--- src/lc3b_ctrl_pkg.sv ---
`default_nettype none

package lc3b_ctrl_pkg;

	// ALU function
	typedef enum logic [1:0] {
		alu_add,
		alu_and,
		alu_not,
		alu_pass_b  // Store data goes through here
	} alu_op_t;

	// Register write source in writeback
	typedef enum logic [1:0] {
		wb_alu,
		wb_mem,
		wb_addr  // LEA result
	} wb_sel_t;

	// Next PC source
	typedef enum logic {
		pc_plus2,
		pc_target  // Resolved branch or JMP in memory
	} pc_sel_t;

endpackage : lc3b_ctrl_pkg

`default_nettype wire

--- src/lc3b_types_pkg.sv ---
`default_nettype none

package lc3b_types_pkg;

	typedef logic [15:0] lc3b_word;  // Data and address word
	typedef logic [2:0] lc3b_reg;    // Register index or n,z,p triple

	typedef logic [4:0] lc3b_imm5;     // ADD/AND immediate
	typedef logic [5:0] lc3b_offset6;  // LDR/STR base offset
	typedef logic [8:0] lc3b_offset9;  // BR/LEA PC offset

	// Opcodes of the supported subset, IR[15:12]
	typedef enum logic [3:0] {
		op_br  = 4'b0000,
		op_add = 4'b0001,
		op_and = 4'b0101,
		op_ldr = 4'b0110,
		op_str = 4'b0111,
		op_not = 4'b1001,
		op_jmp = 4'b1100,
		op_lea = 4'b1110
	} lc3b_opcode;

endpackage : lc3b_types_pkg

`default_nettype wire
--- src/lc3b_ifs.sv ---
`timescale 1ns/1ns
`default_nettype none

// Decode IR out to the ROM, control word back
interface ctrl_if;
	lc3b_types_pkg::lc3b_word ir;
	lc3b_ctrl_pkg::alu_op_t alu_op;
	logic sr2_imm;                  // imm5 as operand B
	lc3b_ctrl_pkg::wb_sel_t wb_sel;
	logic load_reg;
	logic load_cc;
	logic mem_write;
	logic br_op;
	logic jmp_op;
	logic src_b_is_dr;              // STR reads IR[11:9]
	logic uses_sr1;
	logic uses_sr2;

	modport rom (input ir, output alu_op, sr2_imm, wb_sel, load_reg, load_cc,
		mem_write, br_op, jmp_op, src_b_is_dr, uses_sr1, uses_sr2);
	modport dp (output ir, input alu_op, sr2_imm, wb_sel, load_reg, load_cc,
		mem_write, br_op, jmp_op, src_b_is_dr, uses_sr1, uses_sr2);
endinterface : ctrl_if

// Register write from the writeback stage
interface wb_if;
	logic wr_en;
	lc3b_types_pkg::lc3b_reg dest;
	lc3b_types_pkg::lc3b_word data;

	modport src (output wr_en, dest, data);
	modport sink (input wr_en, dest, data);
endinterface : wb_if

`default_nettype wire

--- src/lc3b_cpu.sv ---
`timescale 1ns/1ns
`default_nettype none

module lc3b_cpu #(
	parameter lc3b_types_pkg::lc3b_word RESET_PC = '0  // First fetch address
) (
	input wire clk,
	input wire rst_n,
	output lc3b_types_pkg::lc3b_word imem_addr,
	input wire lc3b_types_pkg::lc3b_word imem_rdata,
	output lc3b_types_pkg::lc3b_word dmem_addr,
	output lc3b_types_pkg::lc3b_word dmem_wdata,
	output logic dmem_we,                            // One-cycle store strobe
	input wire lc3b_types_pkg::lc3b_word dmem_rdata,
	output logic wb_valid,                           // One-cycle write strobe
	output lc3b_types_pkg::lc3b_reg wb_dest,
	output lc3b_types_pkg::lc3b_word wb_data
);

	pipeline_datapath #(
		.RESET_PC(RESET_PC)
	) datapath (
		.clk,
		.rst_n,
		.imem_addr,
		.imem_rdata,
		.dmem_addr,
		.dmem_wdata,
		.dmem_we,
		.dmem_rdata,
		.wb_valid,
		.wb_dest,
		.wb_data
	);

endmodule : lc3b_cpu

`default_nettype wire

--- src/pipeline_datapath.sv ---
`timescale 1ns/1ns
`default_nettype none

module pipeline_datapath #(
	parameter lc3b_types_pkg::lc3b_word RESET_PC = '0
) (
	input wire clk,
	input wire rst_n,
	output lc3b_types_pkg::lc3b_word imem_addr,
	input wire lc3b_types_pkg::lc3b_word imem_rdata,
	output lc3b_types_pkg::lc3b_word dmem_addr,
	output lc3b_types_pkg::lc3b_word dmem_wdata,
	output logic dmem_we,
	input wire lc3b_types_pkg::lc3b_word dmem_rdata,
	output logic wb_valid,
	output lc3b_types_pkg::lc3b_reg wb_dest,
	output lc3b_types_pkg::lc3b_word wb_data
);
	ctrl_if ctrl ();
	wb_if wb ();

	lc3b_types_pkg::lc3b_word pc, pc_plus2;
	lc3b_ctrl_pkg::pc_sel_t pc_sel;
	logic dep_stall, br_stall, br_taken;

	logic if_id_valid;
	lc3b_types_pkg::lc3b_word if_id_ir, if_id_pc2;
	lc3b_types_pkg::lc3b_reg src_b;
	lc3b_types_pkg::lc3b_word reg_a, reg_b;

	logic id_ex_valid, id_ex_sr2_imm, id_ex_load_reg, id_ex_load_cc;
	logic id_ex_store, id_ex_br_op, id_ex_jmp_op;
	lc3b_ctrl_pkg::alu_op_t id_ex_alu_op;
	lc3b_ctrl_pkg::wb_sel_t id_ex_wb_sel;
	lc3b_types_pkg::lc3b_word id_ex_ir, id_ex_pc2, id_ex_a, id_ex_b;
	lc3b_types_pkg::lc3b_reg id_ex_dest;

	lc3b_types_pkg::lc3b_imm5 imm5;
	lc3b_types_pkg::lc3b_offset6 off6;
	lc3b_types_pkg::lc3b_offset9 off9;
	lc3b_types_pkg::lc3b_word sext5, sext6, sext9, addr_base, addr_off, op_b, alu_f;
	logic pc_rel;

	logic ex_mem_valid, ex_mem_load_reg, ex_mem_load_cc, ex_mem_store;
	logic ex_mem_br_op, ex_mem_jmp_op;
	lc3b_ctrl_pkg::wb_sel_t ex_mem_wb_sel;
	lc3b_types_pkg::lc3b_reg ex_mem_nzp, ex_mem_dest, cc, cc_now;
	lc3b_types_pkg::lc3b_word ex_mem_alu, ex_mem_addr;

	logic mem_wb_valid, mem_wb_load_reg, mem_wb_load_cc;
	lc3b_ctrl_pkg::wb_sel_t mem_wb_wb_sel;
	lc3b_types_pkg::lc3b_reg mem_wb_dest, wb_cc;
	lc3b_types_pkg::lc3b_word mem_wb_alu, mem_wb_rdata, mem_wb_addr, wb_word;

	// Fetch
	assign imem_addr = pc;
	assign pc_plus2 = pc + 16'd2;
	always_comb begin
		pc_sel = lc3b_ctrl_pkg::pc_plus2;
		if (br_taken) pc_sel = lc3b_ctrl_pkg::pc_target;  // Redirect from memory
	end
	always_ff @(posedge clk) begin
		if (!rst_n) begin
			pc <= RESET_PC;
		end else if (br_taken || !(dep_stall || br_stall)) begin
			pc <= (pc_sel == lc3b_ctrl_pkg::pc_target) ? ex_mem_addr : pc_plus2;
		end
	end
	always_ff @(posedge clk) begin
		if (!rst_n) begin
			if_id_valid <= 1'b0;
		end else if (!dep_stall) begin
			if_id_valid <= ~br_stall;  // Bubble while a branch is in flight
		end
	end
	always_ff @(posedge clk) begin
		if (!dep_stall) begin
			if_id_ir <= imem_rdata;
			if_id_pc2 <= pc_plus2;
		end
	end

	// Decode
	assign ctrl.ir = if_id_ir;
	assign src_b = ctrl.src_b_is_dr ? if_id_ir[11:9] : if_id_ir[2:0];
	lc3b_control_rom control_rom (.ctrl(ctrl.rom));
	lc3b_regfile regfile (.clk, .rst_n, .src_a(if_id_ir[8:6]), .src_b, .reg_a, .reg_b,
		.wb(wb.sink));
	lc3b_hazard_unit hazard (.src_a(if_id_ir[8:6]), .src_b, .uses_sr1(ctrl.uses_sr1),
		.uses_sr2(ctrl.uses_sr2), .id_valid(if_id_valid),
		.id_branch(ctrl.br_op | ctrl.jmp_op), .ex_dest(id_ex_dest), .ex_valid(id_ex_valid),
		.ex_load_reg(id_ex_load_reg), .mem_dest(ex_mem_dest), .mem_valid(ex_mem_valid),
		.mem_load_reg(ex_mem_load_reg), .wb_dest(mem_wb_dest), .wb_valid(mem_wb_valid),
		.wb_load_reg(mem_wb_load_reg), .ex_branch(id_ex_br_op | id_ex_jmp_op),
		.mem_branch(ex_mem_br_op | ex_mem_jmp_op), .dep_stall, .br_stall);
	always_ff @(posedge clk) begin
		if (!rst_n) id_ex_valid <= 1'b0;
		else id_ex_valid <= if_id_valid & ~dep_stall;  // Bubble on dependency
	end
	always_ff @(posedge clk) begin
		id_ex_alu_op <= ctrl.alu_op;
		id_ex_sr2_imm <= ctrl.sr2_imm;
		id_ex_wb_sel <= ctrl.wb_sel;
		id_ex_load_reg <= ctrl.load_reg;
		id_ex_load_cc <= ctrl.load_cc;
		id_ex_store <= ctrl.mem_write;
		id_ex_br_op <= ctrl.br_op;
		id_ex_jmp_op <= ctrl.jmp_op;
		id_ex_ir <= if_id_ir;
		id_ex_pc2 <= if_id_pc2;
		id_ex_a <= reg_a;
		id_ex_b <= reg_b;
		id_ex_dest <= if_id_ir[11:9];  // DR for every writer
	end

	// Execute
	assign imm5 = id_ex_ir[4:0];
	assign off6 = id_ex_ir[5:0];
	assign off9 = id_ex_ir[8:0];
	assign sext5 = lc3b_types_pkg::lc3b_word'(signed'(imm5));
	assign sext6 = lc3b_types_pkg::lc3b_word'(signed'(off6));
	assign sext9 = lc3b_types_pkg::lc3b_word'(signed'(off9));
	assign pc_rel = id_ex_br_op | (id_ex_wb_sel == lc3b_ctrl_pkg::wb_addr);  // BR and LEA
	assign addr_base = pc_rel ? id_ex_pc2 : id_ex_a;
	assign addr_off = id_ex_jmp_op ? '0 : (pc_rel ? sext9 : sext6) << 1;  // Word offsets
	assign op_b = id_ex_sr2_imm ? sext5 : id_ex_b;
	lc3b_alu alu (.alu_op(id_ex_alu_op), .a(id_ex_a), .b(op_b), .f(alu_f));
	always_ff @(posedge clk) begin
		if (!rst_n) ex_mem_valid <= 1'b0;
		else ex_mem_valid <= id_ex_valid;
	end
	always_ff @(posedge clk) begin
		ex_mem_wb_sel <= id_ex_wb_sel;
		ex_mem_load_reg <= id_ex_load_reg;
		ex_mem_load_cc <= id_ex_load_cc;
		ex_mem_store <= id_ex_store;
		ex_mem_br_op <= id_ex_br_op;
		ex_mem_jmp_op <= id_ex_jmp_op;
		ex_mem_nzp <= id_ex_ir[11:9];  // BR mask
		ex_mem_dest <= id_ex_dest;
		ex_mem_alu <= alu_f;
		ex_mem_addr <= addr_base + addr_off;  // Address adder
	end

	// Memory
	assign cc_now = (mem_wb_valid & mem_wb_load_cc) ? wb_cc : cc;  // CC being written now
	assign br_taken = ex_mem_valid & (ex_mem_jmp_op | (ex_mem_br_op & |(cc_now & ex_mem_nzp)));
	assign dmem_addr = ex_mem_addr;
	assign dmem_wdata = ex_mem_alu;
	assign dmem_we = ex_mem_valid & ex_mem_store;
	always_ff @(posedge clk) begin
		if (!rst_n) mem_wb_valid <= 1'b0;
		else mem_wb_valid <= ex_mem_valid;
	end
	always_ff @(posedge clk) begin
		mem_wb_wb_sel <= ex_mem_wb_sel;
		mem_wb_load_reg <= ex_mem_load_reg;
		mem_wb_load_cc <= ex_mem_load_cc;
		mem_wb_dest <= ex_mem_dest;
		mem_wb_alu <= ex_mem_alu;
		mem_wb_rdata <= dmem_rdata;  // Same-cycle read
		mem_wb_addr <= ex_mem_addr;
	end

	// Writeback
	assign wb_word = (mem_wb_wb_sel == lc3b_ctrl_pkg::wb_mem) ? mem_wb_rdata :
		(mem_wb_wb_sel == lc3b_ctrl_pkg::wb_addr) ? mem_wb_addr : mem_wb_alu;
	assign wb_cc = {wb_word[15], wb_word == '0, ~wb_word[15] & (|wb_word)};  // n z p
	assign wb.wr_en = mem_wb_valid & mem_wb_load_reg;
	assign wb.dest = mem_wb_dest;
	assign wb.data = wb_word;
	assign wb_valid = wb.wr_en;
	assign wb_dest = wb.dest;
	assign wb_data = wb.data;
	always_ff @(posedge clk) begin
		if (!rst_n) cc <= 3'b010;  // Z, matches zeroed registers
		else if (mem_wb_valid & mem_wb_load_cc) cc <= wb_cc;
	end

endmodule : pipeline_datapath

`default_nettype wire

--- src/lc3b_hazard_unit.sv ---
`timescale 1ns/1ns
`default_nettype none

module lc3b_hazard_unit (
	input wire lc3b_types_pkg::lc3b_reg src_a,
	input wire lc3b_types_pkg::lc3b_reg src_b,
	input wire uses_sr1,
	input wire uses_sr2,
	input wire id_valid,
	input wire id_branch,
	input wire lc3b_types_pkg::lc3b_reg ex_dest,
	input wire ex_valid,
	input wire ex_load_reg,
	input wire lc3b_types_pkg::lc3b_reg mem_dest,
	input wire mem_valid,
	input wire mem_load_reg,
	input wire lc3b_types_pkg::lc3b_reg wb_dest,
	input wire wb_valid,
	input wire wb_load_reg,
	input wire ex_branch,
	input wire mem_branch,
	output logic dep_stall,
	output logic br_stall
);
	logic hit_a;
	logic hit_b;

	// Live writer to the same register
	function automatic logic pending(input logic live, input lc3b_types_pkg::lc3b_reg dest,
			input lc3b_types_pkg::lc3b_reg src);
		return live && (dest == src);
	endfunction

	assign hit_a = pending(ex_valid & ex_load_reg, ex_dest, src_a) |
		pending(mem_valid & mem_load_reg, mem_dest, src_a) |
		pending(wb_valid & wb_load_reg, wb_dest, src_a);
	assign hit_b = pending(ex_valid & ex_load_reg, ex_dest, src_b) |
		pending(mem_valid & mem_load_reg, mem_dest, src_b) |
		pending(wb_valid & wb_load_reg, wb_dest, src_b);

	assign dep_stall = id_valid & ((uses_sr1 & hit_a) | (uses_sr2 & hit_b));  // No forwarding
	// Fetch frozen until the branch resolves in memory
	assign br_stall = (id_valid & id_branch) | (ex_valid & ex_branch) |
		(mem_valid & mem_branch);

endmodule : lc3b_hazard_unit

`default_nettype wire

--- src/lc3b_control_rom.sv ---
`timescale 1ns/1ns
`default_nettype none

module lc3b_control_rom (
	ctrl_if.rom ctrl
);
	lc3b_types_pkg::lc3b_opcode opcode;

	assign opcode = lc3b_types_pkg::lc3b_opcode'(ctrl.ir[15:12]);

	always_comb begin
		ctrl.alu_op = lc3b_ctrl_pkg::alu_pass_b;  // Enables all low by default
		ctrl.sr2_imm = 1'b0;
		ctrl.wb_sel = lc3b_ctrl_pkg::wb_alu;
		ctrl.load_reg = 1'b0;
		ctrl.load_cc = 1'b0;
		ctrl.mem_write = 1'b0;
		ctrl.br_op = 1'b0;
		ctrl.jmp_op = 1'b0;
		ctrl.src_b_is_dr = 1'b0;
		ctrl.uses_sr1 = 1'b0;
		ctrl.uses_sr2 = 1'b0;
		case (opcode)
			lc3b_types_pkg::op_add, lc3b_types_pkg::op_and: begin
				ctrl.alu_op = (opcode == lc3b_types_pkg::op_add) ?
					lc3b_ctrl_pkg::alu_add : lc3b_ctrl_pkg::alu_and;
				ctrl.sr2_imm = ctrl.ir[5];   // imm5 form
				ctrl.load_reg = 1'b1;
				ctrl.load_cc = 1'b1;
				ctrl.uses_sr1 = 1'b1;
				ctrl.uses_sr2 = ~ctrl.ir[5];  // SR2 only in register form
			end
			lc3b_types_pkg::op_not: begin
				ctrl.alu_op = lc3b_ctrl_pkg::alu_not;
				ctrl.load_reg = 1'b1;
				ctrl.load_cc = 1'b1;
				ctrl.uses_sr1 = 1'b1;
			end
			lc3b_types_pkg::op_lea: begin
				ctrl.wb_sel = lc3b_ctrl_pkg::wb_addr;  // PC-relative, CC untouched
				ctrl.load_reg = 1'b1;
			end
			lc3b_types_pkg::op_ldr: begin
				ctrl.wb_sel = lc3b_ctrl_pkg::wb_mem;
				ctrl.load_reg = 1'b1;
				ctrl.load_cc = 1'b1;
				ctrl.uses_sr1 = 1'b1;  // Base register
			end
			lc3b_types_pkg::op_str: begin
				ctrl.mem_write = 1'b1;
				ctrl.src_b_is_dr = 1'b1;  // Store data from IR[11:9]
				ctrl.uses_sr1 = 1'b1;
				ctrl.uses_sr2 = 1'b1;
			end
			lc3b_types_pkg::op_br: ctrl.br_op = 1'b1;
			lc3b_types_pkg::op_jmp: begin
				ctrl.jmp_op = 1'b1;
				ctrl.uses_sr1 = 1'b1;  // Target register
			end
			default: ;
		endcase
	end

endmodule : lc3b_control_rom

`default_nettype wire

--- src/lc3b_alu.sv ---
`timescale 1ns/1ns
`default_nettype none

module lc3b_alu (
	input wire lc3b_ctrl_pkg::alu_op_t alu_op,
	input wire lc3b_types_pkg::lc3b_word a,
	input wire lc3b_types_pkg::lc3b_word b,
	output lc3b_types_pkg::lc3b_word f
);

	always_comb begin
		case (alu_op)
			lc3b_ctrl_pkg::alu_add: f = a + b;     // Wraps at 16 bits
			lc3b_ctrl_pkg::alu_and: f = a & b;
			lc3b_ctrl_pkg::alu_not: f = ~a;        // B ignored
			default: f = b;                       // Pass B for STR data
		endcase
	end

endmodule : lc3b_alu

`default_nettype wire

--- src/lc3b_regfile.sv ---
`timescale 1ns/1ns
`default_nettype none

module lc3b_regfile (
	input wire clk,
	input wire rst_n,
	input wire lc3b_types_pkg::lc3b_reg src_a,
	input wire lc3b_types_pkg::lc3b_reg src_b,
	output lc3b_types_pkg::lc3b_word reg_a,
	output lc3b_types_pkg::lc3b_word reg_b,
	wb_if.sink wb
);
	lc3b_types_pkg::lc3b_word regs [8];  // R0..R7

	always_ff @(posedge clk) begin
		if (!rst_n) begin
			for (int i = 0; i < 8; i++) begin
				regs[i] <= '0;  // All registers start at zero
			end
		end else if (wb.wr_en) begin
			regs[wb.dest] <= wb.data;
		end
	end

	// Same-cycle write visible to decode
	assign reg_a = (wb.wr_en && (wb.dest == src_a)) ? wb.data : regs[src_a];
	assign reg_b = (wb.wr_en && (wb.dest == src_b)) ? wb.data : regs[src_b];

endmodule : lc3b_regfile

`default_nettype wire

--- config.mk ---
export PLATFORM = sky130hd
export DESIGN_NAME = lc3b_cpu
export DESIGN_NICKNAME = d
export VERILOG_FILES = /design/src/lc3b_ctrl_pkg.sv /design/src/lc3b_types_pkg.sv /design/src/lc3b_ifs.sv /design/src/lc3b_cpu.sv /design/src/pipeline_datapath.sv /design/src/lc3b_hazard_unit.sv /design/src/lc3b_control_rom.sv /design/src/lc3b_alu.sv /design/src/lc3b_regfile.sv
export SDC_FILE = /design/constraint.sdc
export NUM_CORES = 1
export LEC_CHECK = 0
export ABC_AREA = 1
export BUFFER_PORTS_ARGS = -buffer_cell sky130_fd_sc_hd__buf_2
export CORE_MARGIN = 10
export CORE_UTILIZATION = 55
export DETAILED_ROUTE_END_ITERATION = 8
export GPL_TIMING_DRIVEN = 0
export PLACE_DENSITY_LB_ADDON = 0.15
export SLEW_MARGIN = 10
export SYNTH_ARGS = -nofsm -noshare
export SYNTH_HDL_FRONTEND = slang
export SYNTH_SLANG_ARGS = --single-unit
--- constraint.sdc ---
create_clock -name clk -period 2.9 [get_ports clk]
set_input_delay 0.435 -clock clk [delete_from_list [all_inputs] [get_ports clk]]
set_output_delay 0.435 -clock clk [all_outputs]
set_load 0.02 [all_outputs]
Word-level counts from Yosys, hierarchy flattened:

Memory sizes are Yosys's and may differ from the RTL's. A register that Yosys moved wholly into a read port is not among the register bits.
Cells that the tools add are included.

* RAM bits: 128
* input port bits: 34
* register bits: 228
* word-level logic and storage cells: 144
* memories kept: 1

* $add $sub $neg: 3
* bitwise gates (word level): 34
* equal/unequal tests: 18
* mux-type cells: 31
* reduce and logical (&&, ||, !) cells: 19

Memories
* datapath.regfile.regs: depth 8, bits a word 16, rd ports 2, clocked after memory_dff 1, write ports 8, RTL line lc3b_regfile.sv:13 `lc3b_types_pkg::lc3b_word regs [8];`

Operators with widths (count)
* 16-bit two-way mux: 9
* 16-bit one-hot mux with 3 select lines: 1
* 16-bit adder: 2
* 16-bit OR reduction: 2
* 3-bit == test: 6
* 16-bit by 2-bit adder with 16-bit output (second input constant): 1
* 16-bit AND: 1
* 16-bit logical NOT: 1
* 16-bit inverter: 1
* 1-bit AND: 15
* 15-bit two-way mux: 1
* 1-bit two-way mux: 13
* 4-bit by 3-bit == test with 1-bit output (second input constant): 3
* 4-bit == test (second input constant): 3
* 3-bit two-way mux: 4
* 1-bit OR: 12
* 2-bit one-hot mux with 2 select lines: 2
* 2-bit == test (second input constant): 3
* 1-bit logical AND: 6
* 6-bit OR reduction: 1
* 5-bit OR reduction: 1
* 2-bit by 1-bit == test with 1-bit output (second input constant): 2
* 4-bit by 1-bit == test with 1-bit output (second input constant): 1
* 4-bit logical NOT: 1
* other kinds (9): 13

Logic depth before layout (Yosys ltp):

* depth in word-level cells: 13
* depth in mapped cells: 20
* gate-level depth less buffers: 18

Cells and area by module:

Synthesis repeated with hierarchy kept, for this count alone.

* cells, all modules: 2224
* area total of the unflattened synthesis: 17125.2 um^2

Modules (own cells, without submodules)
* lc3b_regfile: cells each 1057, area each 7780.0 um^2, instances 1
* pipeline_datapath: cells each 766, area each 7439.6 um^2, instances 1
* lc3b_alu: cells each 272, area each 1361.3 um^2, instances 1
* lc3b_hazard_unit: cells each 99, area each 390.4 um^2, instances 1
* lc3b_control_rom: cells each 30, area each 153.9 um^2, instances 1

Worst setup path before layout:

Ideal clock, no wire load.

* path type: register to register
* start: register datapath.id_ex_wb_sel[0]
* end: register datapath.ex_mem_addr[13] (netlist: datapath.dmem_addr[13])
* slack: -0.169 ns
* period minus slack after synthesis: 3.069 ns
* required time: 2.773 ns
* buffers on the path: 2
* arrival time: 2.942 ns
* setup time: 0.127 ns
* stages on the path, launching flop included: 20
* cell sequence: dfxtp_1 -> inv_1 -> a21oi_1 -> inv_1 -> clkbuf_1 -> clkbuf_1 -> nand2_1 -> nand2_1 -> ha_1 -> fa_1 -> nand3_1 -> nand2_1 -> inv_1 -> o21a_1 -> o21ai_0 -> nand2_1 -> nand2_1 -> a21oi_1 -> o21ai_0 -> xor2_1

* cells in the longest elaborated chain, start to end: 5

Ends and longest elaborated chain
* from (decl): RTL line pipeline_datapath.sv:34 `lc3b_ctrl_pkg::wb_sel_t id_ex_wb_sel;`
* from (signal assigned): RTL line pipeline_datapath.sv:103 `id_ex_wb_sel <= ctrl.wb_sel;`
* 2-bit == test *: RTL line pipeline_datapath.sv:123 `assign pc_rel = id_ex_br_op | (id_ex_wb_sel == lc3b_ctrl_pkg::wb_addr);`
* 1-bit OR *: RTL line pipeline_datapath.sv:123
* 15-bit two-way mux: RTL line pipeline_datapath.sv:125 `assign addr_off = id_ex_jmp_op ? '0 : (pc_rel ? sext9 : sext6) << 1;`
* 16-bit two-way mux: RTL line pipeline_datapath.sv:125
* 16-bit adder *: RTL line pipeline_datapath.sv:142 `ex_mem_addr <= addr_base + addr_off;`
* to (signal assigned): RTL line pipeline_datapath.sv:142
* to (decl): RTL line pipeline_datapath.sv:48 `lc3b_types_pkg::lc3b_word ex_mem_alu, ex_mem_addr;`

Mark *: on every way between the ends. The rest lies on a longest branch, timed or not.
A chain may end at the register's enable or synchronous reset.

Final worst setup path:

* start: register datapath.if_id_ir[14] (netlist: datapath.ctrl.ir[14])
* end: register datapath.id_ex_b[1]

* cells in the longest elaborated chain, start to end: 6

Ends and longest elaborated chain
* from (decl): RTL line pipeline_datapath.sv:27 `lc3b_types_pkg::lc3b_word if_id_ir, if_id_pc2;`
* from (signal assigned): RTL line pipeline_datapath.sv:78 `if_id_ir <= imem_rdata;`
* 4-bit by 3-bit == test with 1-bit output *: RTL line lc3b_control_rom.sv:23 `case (opcode)`
* 1-bit two-way mux *: RTL line lc3b_control_rom.sv:23
* 3-bit two-way mux *: RTL line pipeline_datapath.sv:85 `assign src_b = ctrl.src_b_is_dr ? if_id_ir[11:9] : if_id_ir[2:0];`
* branches (longest 2 deep; another with memory 8 x 16 bit)
* 16-bit two-way mux *: RTL line lc3b_regfile.sv:27 `assign reg_b = (wb.wr_en && (wb.dest == src_b)) ? wb.data : regs[src_b];`
* named net datapath.reg_b[1]: RTL line pipeline_datapath.sv:29 `lc3b_types_pkg::lc3b_word reg_a, reg_b;`
* to (signal assigned): RTL line pipeline_datapath.sv:112 `id_ex_b <= reg_b;`
* to (decl): RTL line pipeline_datapath.sv:35 `lc3b_types_pkg::lc3b_word id_ex_ir, id_ex_pc2, id_ex_a, id_ex_b;`

Mark *: on every way through the listed nets, which the timed path passes.

==> impl_metrics.json <==
{
  "drt_iter0_drc": 1223,
  "hp-class": "primary input to register",
  "gr-usage-all-layers_pct": 26.7,
  "yosysMostFrequentCell": "nand2_1",
  "route.detailed.wl_per_inst_um": 21.0,
  "syn_to_final_growth_pct": 15.4,
  "port_buffers": 101,
  "r2r-end": "datapath.id_ex_b[1]",
  "antenna_left": 0,
  "required_ns": 3.35,
  "hold_path_end": "datapath.mem_wb_rdata[2]",
  "wl_mm": 49.0,
  "largest_register": "datapath.regfile.regs",
  "place.gp.congestion": 0.970,
  "grt_pass1_wl_mm": 75.0,
  "yosys-top-cells-area": "edfxtp_1 31%, dfxtp_1 25%, nand2_1 6.8%",
  "antenna_found_initial": 0,
  "design_area_um2": 18100,
  "grt_pass1_vias": 12800,
  "p_int_mw": 9.28,
  "synthCells": 1781,
  "worst_pin_slew_ns": 0.870,
  "first_pass_iters": 6,
  "finalMaxSlewViolations": 0,
  "boundaryPins": 103,
  "pwr-share-clk_pct": 36.2,
  "skew_ns": 0.0190,
  "num_vias": 13300,
  "min_delay_path_depth": 1,
  "clock_path_buffers": 3,
  "max_slew_margin_pct": 41.6,
  "final-setup-viol-count": 0,
  "antennaDiodeCount": 0,
  "path_clk_slew_ns": 0.07,
  "final_util_pct": 64.8,
  "core_um2": 27900,
  "cp.arrival_ns": 3.25,
  "hp-start": "dmem_rdata[2]",
  "clock_sinks": 353,
  "peakVddDrop_mv": 0.502,
  "cap_violations": 0,
  "fin_hold_ws_ns": 0.0122,
  "avgSynthCellArea_um2": 8.80,
  "syn_nets": 1848,
  "yosys.area.top_type": "edfxtp_1",
  "hpwlAfterDp_mm": 36.8,
  "synth_top_family_by_area": "simple AND/OR/NAND/NOR gates",
  "sequentialPowerShare_pct": 45.9,
  "period_share_pct": 96.7,
  "cts-buffers-inserted": 37,
  "synthMuxAreaShare_pct": 0.215,
  "synth.top_cell.area_share_pct": 30.6,
  "synth-simple-area-share_pct": 19.2,
  "rows": 61,
  "clk_root_buffer_cell": "clkbuf_16",
  "hold_viol": 0,
  "status": "completed",
  "ys_warn_count": 0,
  "die-height_um": 189,
  "die_x_um": 189,
  "leakage_nw": 7.81,
  "synth_edf_count": 160,
  "reg2reg_depth": 11,
  "total_power_mw": 13.2,
  "r2r_setup_slack_ns": 0.1,
  "post_drt_via_cell_ratio": 5.71,
  "drc": 0,
  "synth_fa_ha_area_share_pct": 2.73,
  "p_switching_mw": 3.93,
  "start_kind": "register",
  "synth.cell_area_um2": 15700,
  "nNetsFinal": 1996,
  "min_period_ns": 2.80,
  "yosys-top-cells-count": "283 x nand2_1, 269 x nor2_1, 193 x dfxtp_1",
  "ys_ff_latch": 353,
  "place_area_um2": 16700,
  "grt_overflow": 0,
  "powerDensity_nw_per_um2": 730,
  "start_util_pct": 56.1,
  "critical_path.max_fanout": 10,
  "clock.fmax_mhz": 357,
  "crit_type": "register to register",
  "cts_tree": "done",
  "fp.dieArea_um2": 35700,
  "final_layout_size_suffix_gt1_share_pct": 12.5,
  "grt_max_degree": 42,
  "sw_frac_of_total_pct": 29.7,
  "synth_xor_xnor_area_share_pct": 1.84,
  "async_flop_share_pct": 0,
  "synth-compound-area-share_pct": 14.1,
  "htree_levels": 2,
  "p_comb_share_pct": 17.9,
  "largest_reg_flops": 128,
  "synthFlopType": "dfxtp_1",
  "ys_types": 42,
  "end_kind": "register",
  "ys_seq_area_share_pct": 55.3,
  "clock_latency_ns": 0.53,
  "reg2reg_from": "datapath.ctrl.ir[14]"
}
cell type report:
cell class / instances / area [um^2]
Clock inverter: 18 / 195
Tap cell: 378 / 473
Multi-Input combinational cell: 1165 / 6100
Sequential cell: 353 / 8670
Buffer: 86 / 405
Clock buffer: 47 / 1020
Inverter: 178 / 674
Timing Repair Buffer: 108 / 561
Fill cell: 2453 / 9840
how the worst max path moves through the flow:
stage	slack (ns)	cells after the start	start	to
finish	0.1	11	datapath.ctrl.ir[14]	datapath.id_ex_b[1]
global route	-0.01	18	datapath.id_ex_wb_sel[0]	datapath.dmem_addr[13]
CTS	-0.12	18	datapath.id_ex_wb_sel[0]	datapath.dmem_addr[13]
detailed placement	-0.65	19	datapath.id_ex_wb_sel[0]	datapath.dmem_addr[13]
global placement	-0.60	19	datapath.id_ex_wb_sel[0]	datapath.dmem_addr[13]
floorplan	0.002	19	datapath.id_ex_wb_sel[0]	datapath.dmem_addr[13]
routing by layer:
layer | part of all wire (%) | global-route usage [%]
met1 | 41 | 34.6
met2 | 47 | 44.6
met3 | 8.1 | 4.26
met4 | 3.2 | 9.16
met5 | 0 | 0
critical path: stages (launching register included):
cell and delay (ns):
edfxtp_1 0.41, inv_2 0.07, nor2_4 0.23, nand3_2 0.14
and2_1 0.19, buf_6 0.14, inv_1 0.15, clkbuf_1 0.47
o21ai_0 0.19, o221ai_1 0.27, o311ai_0 0.29, o21ai_0 0.17
power by group through the flow:
stage	clock network [mW]	registers, mW	logic, mW
after floorplan	0	6.17	1.32
after global placement	0	6.16	2.23
after detailed placement	0	6.16	2.25
after CTS	4.82	6.06	2.27
after global routing	5.02	6.10	2.61
final	4.78	6.07	2.37
cells in the final DEF (no fill, tap or decap), types with 63 or more instances in the layout:
master and n:
nand2_1 278, nor2_1 269, dfxtp_1 191, o21ai_0 178, edfxtp_1 160, inv_1 158
nand3_1 110, buf_2 104, a21oi_1 98, clkbuf_1 63
cells by family (layout without fill, tap and decap cells):
family                     Yosys count  after routing
AOI/OAI and AO/OA                  381            381
xor gates and xnor gates            33             33
adders and majority gates           33             33
buffers and inverters              265            437
DFF                                353            353
muxes                                3              3
and+or+nand+nor                    713            715
stage by stage:
| stage | worst slack, ns | instances | setup TNS, ns |
|---|---|---|---|
| finish | 0.0969 | 2333 | 0 |
| global route | -0.0135 | 2333 | -0.0267 |
| CTS | -0.117 | 2327 | -0.117 |
| detailed placement | -0.652 | 2260 | -3.11 |
| global placement | -0.600 | 2260 | -2.25 |
| floorplan | 0.00159 | 1781 | 0 |
repair_timing:
action / in CTS / in global routing
cloned: 0 / 2
resized for setup: 11 / 67
buffers inserted: 2 / 4
pin swaps: 1 / 6
setup endpoints to repair: 15 / 64
hold endpoints to repair: 1 / 0
hold buffers: 1 / 0
Note: power is estimated with default switching activity, not from simulation.
